==> src/pit_pkg.sv <==
// Shared widths, address map, field codes and control word layout for the interval timer
package pit_pkg;

	// Sizes
	localparam int unsigned NUM_CHANNELS = 3;
	localparam int unsigned DATA_W       = 8;
	localparam int unsigned COUNT_W      = 16;
	localparam int unsigned ADDR_W       = 2;

	// Address 0 to 2 pick a channel, 3 is the control word
	localparam logic [ADDR_W-1:0] ADDR_CTRL = 2'd3;

	// Read/write format field
	localparam logic [1:0] RW_LATCH = 2'd0;
	localparam logic [1:0] RW_LSB   = 2'd1;
	localparam logic [1:0] RW_MSB   = 2'd2;
	localparam logic [1:0] RW_BOTH  = 2'd3;

	// Supported counting modes
	localparam logic [2:0] MODE_TERM   = 3'd0;
	localparam logic [2:0] MODE_RATE   = 3'd2;
	localparam logic [2:0] MODE_SQUARE = 3'd3;

	// Control byte, seen either as a mode command or as a counter latch command.
	// Both views share the select field in the top two bits.
	typedef union packed {
		struct packed {
			logic [1:0] select;
			logic [1:0] rw;
			logic [2:0] mode;
			logic       bcd;
		} mode_cmd;
		struct packed {
			logic [1:0] select;
			logic [1:0] latch;
			logic [3:0] unused;
		} latch_cmd;
	} ctrl_word_u;

endpackage

==> src/pit_bus_decode.sv <==
// Host bus decoder that turns strobes and address into registered per-channel pulses
`timescale 1ns/1ps

module pit_bus_decode
	import pit_pkg::*;
(
	input  logic                    ZCLK,
	input  logic                    rst_n,
	input  logic                    cs_n,
	input  logic                    rd_n,
	input  logic                    wr_n,
	input  logic [ADDR_W-1:0]       addr,
	input  logic [DATA_W-1:0]       d_in,
	output logic [NUM_CHANNELS-1:0] ctrl_wr,
	output logic [NUM_CHANNELS-1:0] latch_wr,
	output logic [NUM_CHANNELS-1:0] count_wr,
	output logic [NUM_CHANNELS-1:0] rd_strobe,
	output ctrl_word_u              ctrl_word,
	output logic [DATA_W-1:0]       wr_data,
	output logic [NUM_CHANNELS-1:0] rd_sel
);

	logic                    wr_acc;
	logic                    rd_acc;
	logic                    ctrl_acc;
	ctrl_word_u              cw_in;
	logic [NUM_CHANNELS-1:0] ctrl_wr_d;
	logic [NUM_CHANNELS-1:0] latch_wr_d;
	logic [NUM_CHANNELS-1:0] count_wr_d;
	logic [NUM_CHANNELS-1:0] rd_strobe_d;
	logic [DATA_W-1:0]       data_q;

	// One access per cycle, chip select plus exactly one strobe
	assign wr_acc   = !cs_n && !wr_n && rd_n;
	assign rd_acc   = !cs_n && !rd_n && wr_n;
	assign ctrl_acc = wr_acc && (addr == ADDR_CTRL);
	assign cw_in    = d_in;

	always_comb begin
		for (int i = 0; i < NUM_CHANNELS; i++) begin
			// Mode command: rw field nonzero
			ctrl_wr_d[i]   = ctrl_acc && (cw_in.mode_cmd.select == ADDR_W'(i))
				&& (cw_in.mode_cmd.rw != RW_LATCH);
			// Latch command: same field read as latch code
			latch_wr_d[i]  = ctrl_acc && (cw_in.latch_cmd.select == ADDR_W'(i))
				&& (cw_in.latch_cmd.latch == RW_LATCH);
			count_wr_d[i]  = wr_acc && (addr == ADDR_W'(i));
			rd_strobe_d[i] = rd_acc && (addr == ADDR_W'(i));
		end
	end

	always_ff @(posedge ZCLK or negedge rst_n) begin
		if (!rst_n) begin
			ctrl_wr   <= '0;
			latch_wr  <= '0;
			count_wr  <= '0;
			rd_strobe <= '0;
		end else begin
			ctrl_wr   <= ctrl_wr_d;
			latch_wr  <= latch_wr_d;
			count_wr  <= count_wr_d;
			rd_strobe <= rd_strobe_d;
		end
	end

	// Write byte follows its strobe by one cycle
	always_ff @(posedge ZCLK) begin
		if (wr_acc) begin
			data_q <= d_in;
		end
	end

	assign ctrl_word = data_q;
	assign wr_data   = data_q;
	assign rd_sel    = rd_strobe;

	a_one_strobe: assert property (@(posedge ZCLK) disable iff (!rst_n)
		!cs_n |-> (rd_n || wr_n));

endmodule

==> src/pit_channel.sv <==
// One timer channel with count loading, down counter, output waveform and count latch
`timescale 1ns/1ps

module pit_channel
	import pit_pkg::*;
(
	input  logic              ZCLK,
	input  logic              rst_n,
	input  logic              ctrl_wr,
	input  logic              latch_wr,
	input  logic              count_wr,
	input  logic              rd_strobe,
	input  ctrl_word_u        ctrl_word,
	input  logic [DATA_W-1:0] wr_data,
	input  logic              count_clk,
	input  logic              gate,
	output logic              out,
	output logic [DATA_W-1:0] rd_byte
);

	logic [2:0]         mode_q;
	logic [1:0]         rw_q;
	logic               wr_msb_q;
	logic               rd_msb_q;
	logic               load_pend_q;
	logic               armed_q;
	logic               latched_q;
	logic [DATA_W-1:0]  lsb_hold_q;
	logic [COUNT_W-1:0] cr_q;
	logic [COUNT_W-1:0] count_q;
	logic [COUNT_W-1:0] count_dec;
	logic [COUNT_W-1:0] latch_q;
	logic [COUNT_W-1:0] rd_src;
	logic [COUNT_W:0]   n_ext;
	logic [COUNT_W:0]   half_n;
	logic               clk_meta;
	logic               clk_sync;
	logic               clk_prev;
	logic               gate_meta;
	logic               gate_s;
	logic               cnt_edge;
	logic               periodic;
	logic               ctrl_periodic;
	logic               read_done;

	// Count clock and gate share the same two-stage sync so they stay aligned
	always_ff @(posedge ZCLK or negedge rst_n) begin
		if (!rst_n) begin
			clk_meta  <= 1'b0;
			clk_sync  <= 1'b0;
			clk_prev  <= 1'b0;
			gate_meta <= 1'b0;
			gate_s    <= 1'b0;
		end else begin
			clk_meta  <= count_clk;
			clk_sync  <= clk_meta;
			clk_prev  <= clk_sync;
			gate_meta <= gate;
			gate_s    <= gate_meta;
		end
	end

	assign cnt_edge      = clk_sync && !clk_prev;
	assign periodic      = (mode_q == MODE_RATE) || (mode_q == MODE_SQUARE);
	assign ctrl_periodic = (ctrl_word.mode_cmd.mode == MODE_RATE)
		|| (ctrl_word.mode_cmd.mode == MODE_SQUARE);
	assign count_dec     = count_q - 1'b1;

	// A count of zero stands for 65536
	assign n_ext  = {(cr_q == '0), cr_q};
	assign half_n = n_ext >> 1;

	// Control word and count write sequencing
	always_ff @(posedge ZCLK or negedge rst_n) begin
		if (!rst_n) begin
			mode_q      <= MODE_TERM;
			rw_q        <= RW_LATCH;
			wr_msb_q    <= 1'b0;
			load_pend_q <= 1'b0;
		end else if (ctrl_wr) begin
			mode_q      <= ctrl_word.mode_cmd.mode;
			rw_q        <= ctrl_word.mode_cmd.rw;
			wr_msb_q    <= 1'b0;
			load_pend_q <= 1'b0;
		end else begin
			if (cnt_edge) begin
				load_pend_q <= 1'b0;
			end
			// Completed count wins over the load of an older one
			if (count_wr) begin
				if (rw_q == RW_BOTH) begin
					wr_msb_q <= !wr_msb_q;
					if (wr_msb_q) begin
						load_pend_q <= 1'b1;
					end
				end else if (rw_q != RW_LATCH) begin
					load_pend_q <= 1'b1;
				end
			end
		end
	end

	// Count register, the other byte is zero in single byte formats
	always_ff @(posedge ZCLK) begin
		if (count_wr) begin
			if (rw_q == RW_LSB) begin
				cr_q <= {{DATA_W{1'b0}}, wr_data};
			end else if (rw_q == RW_MSB) begin
				cr_q <= {wr_data, {DATA_W{1'b0}}};
			end else if (rw_q == RW_BOTH) begin
				if (wr_msb_q) begin
					cr_q <= {wr_data, lsb_hold_q};
				end else begin
					lsb_hold_q <= wr_data;
				end
			end
		end
	end

	// Down counter and output waveform
	always_ff @(posedge ZCLK or negedge rst_n) begin
		if (!rst_n) begin
			count_q <= '0;
			armed_q <= 1'b0;
			out     <= 1'b0;
		end else if (ctrl_wr) begin
			armed_q <= 1'b0;
			out     <= ctrl_periodic;
		end else if (cnt_edge && load_pend_q) begin
			// Load ignores the gate level
			count_q <= cr_q;
			armed_q <= 1'b1;
			if (periodic) begin
				out <= 1'b1;
			end
		end else if (cnt_edge && armed_q && gate_s) begin
			if (periodic && (count_q == COUNT_W'(1))) begin
				count_q <= cr_q;
				out     <= 1'b1;
			end else begin
				count_q <= count_dec;
				if (mode_q == MODE_RATE) begin
					// Low for the single period at count 1
					out <= (count_dec != COUNT_W'(1));
				end else if (mode_q == MODE_SQUARE) begin
					out <= ({1'b0, count_dec} > half_n);
				end else if (count_dec == '0) begin
					out <= 1'b1;
				end
			end
		end else if (periodic && !gate_s) begin
			out <= 1'b1;
		end
	end

	// Latch holds until read out completely
	assign read_done = (rw_q != RW_BOTH) || rd_msb_q;

	always_ff @(posedge ZCLK or negedge rst_n) begin
		if (!rst_n) begin
			latched_q <= 1'b0;
			rd_msb_q  <= 1'b0;
		end else if (ctrl_wr) begin
			latched_q <= 1'b0;
			rd_msb_q  <= 1'b0;
		end else begin
			if (rd_strobe) begin
				if (rw_q == RW_BOTH) begin
					rd_msb_q <= !rd_msb_q;
				end
				if (read_done) begin
					latched_q <= 1'b0;
				end
			end
			if (latch_wr && !latched_q) begin
				latched_q <= 1'b1;
			end
		end
	end

	always_ff @(posedge ZCLK) begin
		if (latch_wr && !latched_q) begin
			latch_q <= count_q;
		end
	end

	assign rd_src = latched_q ? latch_q : count_q;

	always_comb begin
		case (rw_q)
			RW_MSB:  rd_byte = rd_src[COUNT_W-1 -: DATA_W];
			RW_BOTH: rd_byte = rd_msb_q ? rd_src[COUNT_W-1 -: DATA_W] : rd_src[DATA_W-1:0];
			default: rd_byte = rd_src[DATA_W-1:0];
		endcase
	end

	a_count_on_edge: assert property (@(posedge ZCLK) disable iff (!rst_n)
		!cnt_edge |=> $stable(count_q));

	a_gate_holds_out: assert property (@(posedge ZCLK) disable iff (!rst_n)
		periodic && !gate_s && !ctrl_wr |=> out);

endmodule

==> src/pit_read_collect.sv <==
// Read data collector that registers the addressed channel's byte onto the host bus
`timescale 1ns/1ps

module pit_read_collect
	import pit_pkg::*;
(
	input  logic                           ZCLK,
	input  logic                           rst_n,
	input  logic [NUM_CHANNELS-1:0]        rd_sel,
	input  logic [NUM_CHANNELS*DATA_W-1:0] rd_byte,
	output logic [DATA_W-1:0]              d_out
);

	logic [DATA_W-1:0] sel_byte;
	logic              rd_any;

	assign rd_any = |rd_sel;

	// One-hot select, so an OR of the gated bytes is enough
	always_comb begin
		sel_byte = '0;
		for (int i = 0; i < NUM_CHANNELS; i++) begin
			if (rd_sel[i]) begin
				sel_byte = sel_byte | rd_byte[i*DATA_W +: DATA_W];
			end
		end
	end

	// Holds the last read byte until the next read
	always_ff @(posedge ZCLK or negedge rst_n) begin
		if (!rst_n) begin
			d_out <= '0;
		end else if (rd_any) begin
			d_out <= sel_byte;
		end
	end

	a_sel_onehot: assert property (@(posedge ZCLK) disable iff (!rst_n)
		$onehot0(rd_sel));

endmodule

==> src/pit_top.sv <==
// Three-channel programmable interval timer with a byte-wide host bus
`timescale 1ns/1ps

module pit_top
	import pit_pkg::*;
(
	input  logic                    ZCLK,
	input  logic                    rst_n,
	input  logic                    cs_n,
	input  logic                    rd_n,
	input  logic                    wr_n,
	input  logic [ADDR_W-1:0]       addr,
	input  logic [DATA_W-1:0]       d_in,
	input  logic [NUM_CHANNELS-1:0] count_clk,
	input  logic [NUM_CHANNELS-1:0] gate,
	output logic [DATA_W-1:0]       d_out,
	output logic [NUM_CHANNELS-1:0] out
);

	logic [NUM_CHANNELS-1:0]        ctrl_wr;
	logic [NUM_CHANNELS-1:0]        latch_wr;
	logic [NUM_CHANNELS-1:0]        count_wr;
	logic [NUM_CHANNELS-1:0]        rd_strobe;
	logic [NUM_CHANNELS-1:0]        rd_sel;
	ctrl_word_u                     ctrl_word;
	logic [DATA_W-1:0]              wr_data;
	logic [NUM_CHANNELS*DATA_W-1:0] rd_byte;

	pit_bus_decode u_decode (
		.ZCLK      (ZCLK),
		.rst_n     (rst_n),
		.cs_n      (cs_n),
		.rd_n      (rd_n),
		.wr_n      (wr_n),
		.addr      (addr),
		.d_in      (d_in),
		.ctrl_wr   (ctrl_wr),
		.latch_wr  (latch_wr),
		.count_wr  (count_wr),
		.rd_strobe (rd_strobe),
		.ctrl_word (ctrl_word),
		.wr_data   (wr_data),
		.rd_sel    (rd_sel)
	);

	// Identical channels, each with its own pins and read byte lane
	for (genvar i = 0; i < NUM_CHANNELS; i++) begin : g_chan
		pit_channel u_channel (
			.ZCLK      (ZCLK),
			.rst_n     (rst_n),
			.ctrl_wr   (ctrl_wr[i]),
			.latch_wr  (latch_wr[i]),
			.count_wr  (count_wr[i]),
			.rd_strobe (rd_strobe[i]),
			.ctrl_word (ctrl_word),
			.wr_data   (wr_data),
			.count_clk (count_clk[i]),
			.gate      (gate[i]),
			.out       (out[i]),
			.rd_byte   (rd_byte[i*DATA_W +: DATA_W])
		);
	end

	pit_read_collect u_collect (
		.ZCLK    (ZCLK),
		.rst_n   (rst_n),
		.rd_sel  (rd_sel),
		.rd_byte (rd_byte),
		.d_out   (d_out)
	);

endmodule

==> config.mk <==
export PLATFORM = sky130hd
export DESIGN_NAME = pit_top
export DESIGN_NICKNAME = d
export VERILOG_FILES = /design/src/pit_pkg.sv /design/src/pit_bus_decode.sv /design/src/pit_channel.sv /design/src/pit_read_collect.sv /design/src/pit_top.sv
export SDC_FILE = /design/constraint.sdc
export NUM_CORES = 1
export LEC_CHECK = 0
export BUFFER_PORTS_ARGS = -buffer_cell sky130_fd_sc_hd__buf_2
export CORE_ASPECT_RATIO = 0.8
export CORE_MARGIN = 4
export CORE_UTILIZATION = 33
export CTS_CLUSTER_SIZE = 40
export DETAILED_ROUTE_END_ITERATION = 12
export GPL_ROUTABILITY_DRIVEN = 0
export HOLD_SLACK_MARGIN = 0.06
export SYNTH_ARGS = -nofsm -noshare
export SYNTH_HDL_FRONTEND = slang
export SYNTH_SLANG_ARGS = --single-unit
==> constraint.sdc <==
create_clock -name ZCLK -period 10.4 [get_ports ZCLK]
set_input_delay 0.52 -clock ZCLK [delete_from_list [all_inputs] [get_ports ZCLK]]
set_output_delay 0.52 -clock ZCLK [all_outputs]
set_load 0.05 [all_outputs]
## Word-level counts from Yosys, hierarchy flattened

Cells that the tools add are included.
Widths: inputs -> output; s select.

| storage, ports and cells | value |
|---|---|
| memories | 0 |
| word-level logic and storage cells | 362 |
| latch bits | 0 |
| flip-flop bits (word level) | 244 |
| memory bits (read-only) | 0 |
| bits in writable memories | 0 |
| input bits | 21 |

| cells by class | value |
|---|---|
| shifts and indexed selects | 0 |
| add/sub/neg operators | 3 |
| order comparisons | 3 |
| equality and inequality tests | 37 |
| divide/modulo/power cells | 0 |
| muxes and demuxes | 114 |
| $mul | 0 |
| bitwise operators | 14 |
| reductions and logical operators | 131 |

Operator list:

| cell | number |
|---|---|
| $mux 16 | 21 |
| $logic_not 16->1 | 6 |
| $mux 1 | 81 |
| $mux 8 | 9 |
| $eq 16x1->1 const B | 3 |
| $gt 16x16->1 | 3 |
| $ne 16x1->1 const B | 3 |
| $pmux 8 s2 | 3 |
| $sub 16x1->16 const B | 3 |
| $logic_and 1x1->1 | 41 |
| $reduce_bool 2->1 | 19 |
| $reduce_bool 3->1 | 12 |
| $eq 3x2->1 const B | 8 |
| $reduce_and 2->1 | 12 |
| $ne 7x6->1 const B | 3 |
| $eq 2x2->1 const B | 9 |
| $logic_not 1->1 | 18 |
| $reduce_and 3->1 | 6 |
| $or 8x8->8 | 2 |
| $reduce_and 5->1 | 3 |
| $not 1->1 | 12 |
| $reduce_bool 4->1 | 3 |
| $eq 2x1->1 const B | 5 |
| $ne 3x2->1 const B | 3 |
| 4 further kinds | 14 |

## Depth between registers and ports, before layout

| logic depth | value |
|---|---|
| depth after elaboration | 9 |
| mapped depth | 14 |
| gate-level depth less buffers | 14 |

## By module

A second synthesis with hierarchy kept.

| unflattened totals | value |
|---|---|
| cell total of the unflattened synthesis | 1186 |
| area, all modules | 13141.4 um^2 |

Modules (own cells, without submodules):

| module | sequential area each (um^2) | instances | cells each | area each (um^2) |
|---|---|---|---|---|
| pit_channel (g_chan[2].u_channel) | 2001.9 | 1 | 368 | 4047.6 |
| pit_channel (g_chan[0].u_channel) | 2001.9 | 1 | 363 | 3960.0 |
| pit_channel (g_chan[1].u_channel) | 2001.9 | 1 | 361 | 3950.0 |
| pit_bus_decode | 540.5 | 1 | 54 | 768.2 |
| pit_read_collect | 200.2 | 1 | 40 | 415.4 |

## Worst setup path after synthesis

No wires, ideal clock.

| timing path | value |
|---|---|
| path kind | reg-to-reg |
| start | reg g_chan[0].u_channel.count_q[5] |
| end | reg g_chan[0].u_channel.out |
| required time | 10275 ps |
| stages on the path, launching flop included | 13 |
| data arrival time | 3461 ps |
| setup time | 125 ps |
| setup slack | 6815 ps |
| path buffers | 1 |
| period minus slack after synthesis | 3585 ps |
| cells stage by stage | dfrtp_1 -> clkbuf_1 -> nor4_2 -> nand2_1 -> or4_1 -> xnor2_1 -> ha_1 -> nand4_1 -> or2_2 -> o31ai_1 -> a31oi_1 -> o31a_1 -> mux2_2 |

| on the way | value |
|---|---|
| word-level cells in the longest chain between the ends | 8 |

RTL lines:

| what | line | text |
|---|---|---|
| start: declaration | pit_channel.sv:30 | `logic [COUNT_W-1:0] count_q;` |
| start signal: assignment | pit_channel.sv:131 | `count_q <= cr_q;` |
| start signal: assignment | pit_channel.sv:138 | `count_q <= cr_q;` |
| start signal: assignment | pit_channel.sv:141 | `count_q <= count_dec;` |
| $sub 16x1->16 | pit_channel.sv:67 | `assign count_dec = count_q - 1'b1;` |
| $gt 16x16->1 | pit_channel.sv:146 | `out <= ({1'b0, count_dec} > half_n);` |
| $mux 1 | pit_channel.sv:145 | `end else if (mode_q == MODE_SQUARE) begin` |
| $mux 1 | pit_channel.sv:142 | `if (mode_q == MODE_RATE) begin` |
| $mux 1 | pit_channel.sv:137 | `if (periodic && (count_q == COUNT_W'(1))) begin` |
| $mux 1 | pit_channel.sv:136 | `end else if (cnt_edge && armed_q && gate_s) begin` |
| $mux 1 | pit_channel.sv:129 | `end else if (cnt_edge && load_pend_q) begin` |
| $mux 1 | pit_channel.sv:126 | `end else if (ctrl_wr) begin` |
| end signal: assignment | pit_channel.sv:128 | `out <= ctrl_periodic;` |
| end signal: assignment | pit_channel.sv:144 | `out <= (count_dec != COUNT_W'(1));` |
| end signal: assignment | pit_channel.sv:146 |  |
| end: declaration | pit_channel.sv:17 | `output logic out,` |

Several ways; a longest one is shown, not always the timed one.
A chain may end at the register's enable or synchronous reset.

## Worst setup path after layout

| timing path | value |
|---|---|
| start | reg g_chan[0].u_channel.count_q[4] |
| end | reg g_chan[0].u_channel.out |

Same word-level chain as after synthesis.

==> Implementation_results.wiki <==
{| class="wikitable"
! Metric !! Value
|-
| Status || completed
|-
| Endpoint arrival time on the critical path || 4.43 ns
|-
| Number of enable flip-flop cells after synthesis || 128
|-
| Via count || 9425
|-
| Clock tree from TritonCTS || done
|-
| Initial cell density of the core || 33.8%
|-
| Final cell count without fillers || 1785
|-
| Wire length of the first global-routing pass || 51200 um
|-
| Post-Synthesis Cell Area || 13000 um^2
|-
| Hold Path Cell Cnt || 1
|-
| Sort of element at the start of the critical path || flip-flop
|-
| Number of buffers created by CTS || 26
|-
| Antenna diode count || 0
|-
| Fraction of final layout cells sized beyond drive strength 1 || 9.47%
|-
| Number of buffers on the longest clock path || 3
|-
| Maximum clock frequency || between 0.2 and 0.3 GHz
|-
| Cell depth of the worst flop-to-flop path || 11
|-
| Max-slew violations || 0
|-
| Die height || 186 um
|-
| Number of H-tree branching levels || 1
|-
| Pin count of the biggest net entering global routing || 73
|-
| Static Leakage || about 5.8 nW
|-
| Reg-to-reg startpoint || g_chan[0].u_channel.count_q[4]
|-
| Max Fanout on Critical Path || 12
|-
| Row cnt || 64
|-
| Final setup violation count || 0
|-
| Class of the worst hold path || in2reg
|-
| Worst R2R Setup Slack || about 6.4 ns
|-
| Largest area contributor in the netlist || sky130_fd_sc_hd__edfxtp_1
|-
| First-pass iteration count of the detailed router || 5
|-
| Mean area per synthesized cell || 10.6 um^2
|-
| Most frequent cells after synthesis || sky130_fd_sc_hd__edfxtp_1 (128), sky130_fd_sc_hd__dfrtp_1 (116), sky130_fd_sc_hd__nand2_1 (111)
|-
| Most instantiated library cell after synthesis || sky130_fd_sc_hd__edfxtp_1
|-
| Reg clk slew, reported paths || 0.07 ns
|-
| Total half-perimeter wirelength after legalization and detailed placement || about 23000 um
|-
| Total number of nets in the final design || 1333
|-
| Sequential cell area || 6750 um^2
|-
| DRT Wirelength || 32200 um
|-
| Number of filler cells placed in the layout || 3824
|-
| Post-Route Skew || 0.0319 ns
|-
| Initial DRC count || roughly 840
|-
| Remaining global-route overflow || 0
|-
| Worst rel slew slack || 16.1%
|-
| Average routed wire per standard cell || 18.0 um
|-
| P&R area growth vs syn || 12.1%
|-
| Setup_tns || 0 ns
|-
| Max cap viols || 0
|-
| Worst IR Drop VDD || 112 uV
|-
| Multi-input gate area in the final layout || about 5700 um^2
|-
| Number of hold violations in the final report || 0
|-
| Clock latency reported for the late side of the worst-skew pair || ~0.57 ns
|-
| Width of the die || 230 um
|-
| Worst-Margin Slew || 1.25 ns
|-
| Number of top-level pins || 32
|-
| Unique masters post-synth || 65
|-
| Proportion of netlist area held by the largest area contributor || 29.5%
|-
| Number of warning messages in the yosys log || 0
|-
| Placeable core region || 38600 um^2
|-
| Total power || about 3.6 mW
|-
| Unrepaired setup endpoints after global routing || false
|-
| Critical path data required time || 10.85 ns
|-
| Count of mapped cells out of synthesis || 1234
|-
| Sequential-to-total area share from yosys stat || between 50% and 60%
|-
| Global routing usage summed across all routing layers || 14.9%
|-
| Kind of end point of the critical path || flip-flop
|-
| End of the worst register-to-register path || g_chan[0].u_channel.out
|-
| Final Cycle Share || 38.3%
|-
| Time the worst path needs with I/O delays and setup || ~4.0 ns
|-
| Final worst hold slack || 0.0847 ns
|-
| Sinks on the clock net || 244
|-
| Via count of the first global-routing pass || 8930
|-
| Routed via count divided by cell count || 5.28
|-
| Dpl cells || 1732
|-
| Nets in the synthesized netlist || 1330
|-
| Hold worst-path end || g_chan[1].u_channel.gate_meta
|-
| Dominant cells by area after synthesis || sky130_fd_sc_hd__edfxtp_1 (29%), sky130_fd_sc_hd__dfrtp_1 (22%), sky130_fd_sc_hd__ha_1 (7.2%), sky130_fd_sc_hd__mux2i_1 (3.9%), sky130_fd_sc_hd__nand2_1 (3.2%)
|-
| Number of antenna violations at the first check in global routing || 0
|-
| Clock Root Buffer || sky130_fd_sc_hd__clkbuf_16
|-
| Post-CTS setup buffer count || 0
|-
| Flip-flop and latch count after synthesis || 244
|-
| Die Footprint || 42800 um^2
|-
| Hold_sp || gate[1]
|-
| Cell Pwr Density || 244 nW/um^2
|-
| Most common flop cell mapped by yosys || sky130_fd_sc_hd__edfxtp_1
|-
| Antenna-violating nets left || 0
|-
| Buffers on Ports || 31
|-
| CP Class || reg2reg
|-
| Share of synthesized registers carrying an async set or reset || between 40% and 50%
|-
| Remaining routing DRC violations || 0
|}
==> logic make-up after synthesis <==
family | count (synthesis) | share of synthesized area (%)
buf+inv | 144 | 4.49
mux | 64 | 5.04
simple gates | 383 | 15.0
compound gates | 278 | 13.2
flops | 244 | 51.8
fa+ha+maj | 75 | 7.20
xor+xnor | 46 | 3.24
==> worst max-delay path: stages (launching register included) <==
cell and delay, ns:
sky130_fd_sc_hd__dfrtp_1 0.50, sky130_fd_sc_hd__nor4_2 0.80, sky130_fd_sc_hd__nand2_1 0.30, sky130_fd_sc_hd__or4_1 0.55
sky130_fd_sc_hd__xnor2_1 0.17, sky130_fd_sc_hd__ha_1 0.31, sky130_fd_sc_hd__nand4_1 0.09, sky130_fd_sc_hd__or2_2 0.30
sky130_fd_sc_hd__o31ai_1 0.25, sky130_fd_sc_hd__a31oi_1 0.07, sky130_fd_sc_hd__o31a_1 0.27, sky130_fd_sc_hd__mux2_2 0.25
==> state kept, by name (all words and copies together), names as in the netlist, 6 cells and up <==
register and flops:
g_chan.u_channel.count_q 48, g_chan.u_channel.rw_q 6, g_chan.u_channel.cr_q 48, u_decode.ctrl_word 8, g_chan.u_channel.mode_q 9, u_collect.d_out 8, g_chan.u_channel.latch_q 48, g_chan.u_channel.lsb_hold_q 24
==> layer usage <==
metal | global-route usage (%) | vias up | wire, um
li1 | - | 4481 | -
met1 | 23.0 | 4610 | 16100
met2 | 21.6 | 292 | 13400
met3 | 2.86 | 42 | 1920
met4 | 3.26 | 0 | 739
met5 | 0 | - | 0
==> metrics by stage <==
step | instance area [um^2] | setup WS, ns | util, %
3_3_place_gp | 13600 | 6.59 | 35.4
5_1_grt | 14600 | 6.10 | 37.9
2_1_floorplan | 13000 | 6.81 | -
6_report | 14600 | 6.41 | 37.9
3_5_place_dp | 13600 | 6.46 | 35.4
4_1_cts | 14600 | 6.45 | 37.9
==> cell type report <==
class | instances | share of cell area (%)
inverter | 72 | 1.85
multi-input combinational | 846 | 39.2
clock inverter | 13 | 1.22
sequential | 244 | 46.2
timing repair buffer | 47 | 2.01
clock buffer | 35 | 5.04
tap | 528 | 4.52
==> how the worst max path moves through the flow <==
stage	from	endpoint	slack, ns	cells after the start
CTS	g_chan[0].u_channel.count_q[4]	g_chan[0].u_channel.out	6.45	11
floorplan	g_chan[0].u_channel.count_q[5]	g_chan[0].u_channel.out	6.81	12
finish	g_chan[0].u_channel.count_q[4]	g_chan[0].u_channel.out	6.41	11
global placement	g_chan[0].u_channel.count_q[5]	g_chan[0].u_channel.out	6.59	11
global route	g_chan[0].u_channel.count_q[0]	g_chan[0].u_channel.out	6.10	11
detailed placement	g_chan[0].u_channel.count_q[4]	g_chan[0].u_channel.out	6.46	11
==> cell usage in the layout (no fill, tap or decap), types with 21 or more instances in the layout <==
cell and n:
sky130_fd_sc_hd__mux2i_1 51, sky130_fd_sc_hd__o21ai_0 77, sky130_fd_sc_hd__a21oi_1 68, sky130_fd_sc_hd__nor2_1 79, sky130_fd_sc_hd__nor2b_1 39, sky130_fd_sc_hd__dfrtp_1 116
sky130_fd_sc_hd__xor2_1 29, sky130_fd_sc_hd__nand2_1 111, sky130_fd_sc_hd__ha_1 75, sky130_fd_sc_hd__a22o_1 21, sky130_fd_sc_hd__nor3_1 22, sky130_fd_sc_hd__o22ai_1 29
sky130_fd_sc_hd__edfxtp_1 128, sky130_fd_sc_hd__clkbuf_16 27, sky130_fd_sc_hd__nor4_1 29, sky130_fd_sc_hd__inv_1 72, sky130_fd_sc_hd__buf_2 30
==> what timing repair did <==
| item | in CTS | in global routing |
|---|---|---|
| hold endpoints to repair | 75 | 0 |
| resized for setup | 0 | 0 |
| hold buffers | 5 | 0 |
==> where the power goes <==
group          leakage (nW)  internal, mW  total, mW  switching, mW
clock network         0.452         0.579      0.989          0.410
logic                  2.70         0.511       1.26          0.744
registers              2.69          1.13       1.32          0.191
total                  5.84          2.22       3.56           1.34
No activity file was read; power rests on OpenSTA's default activity.
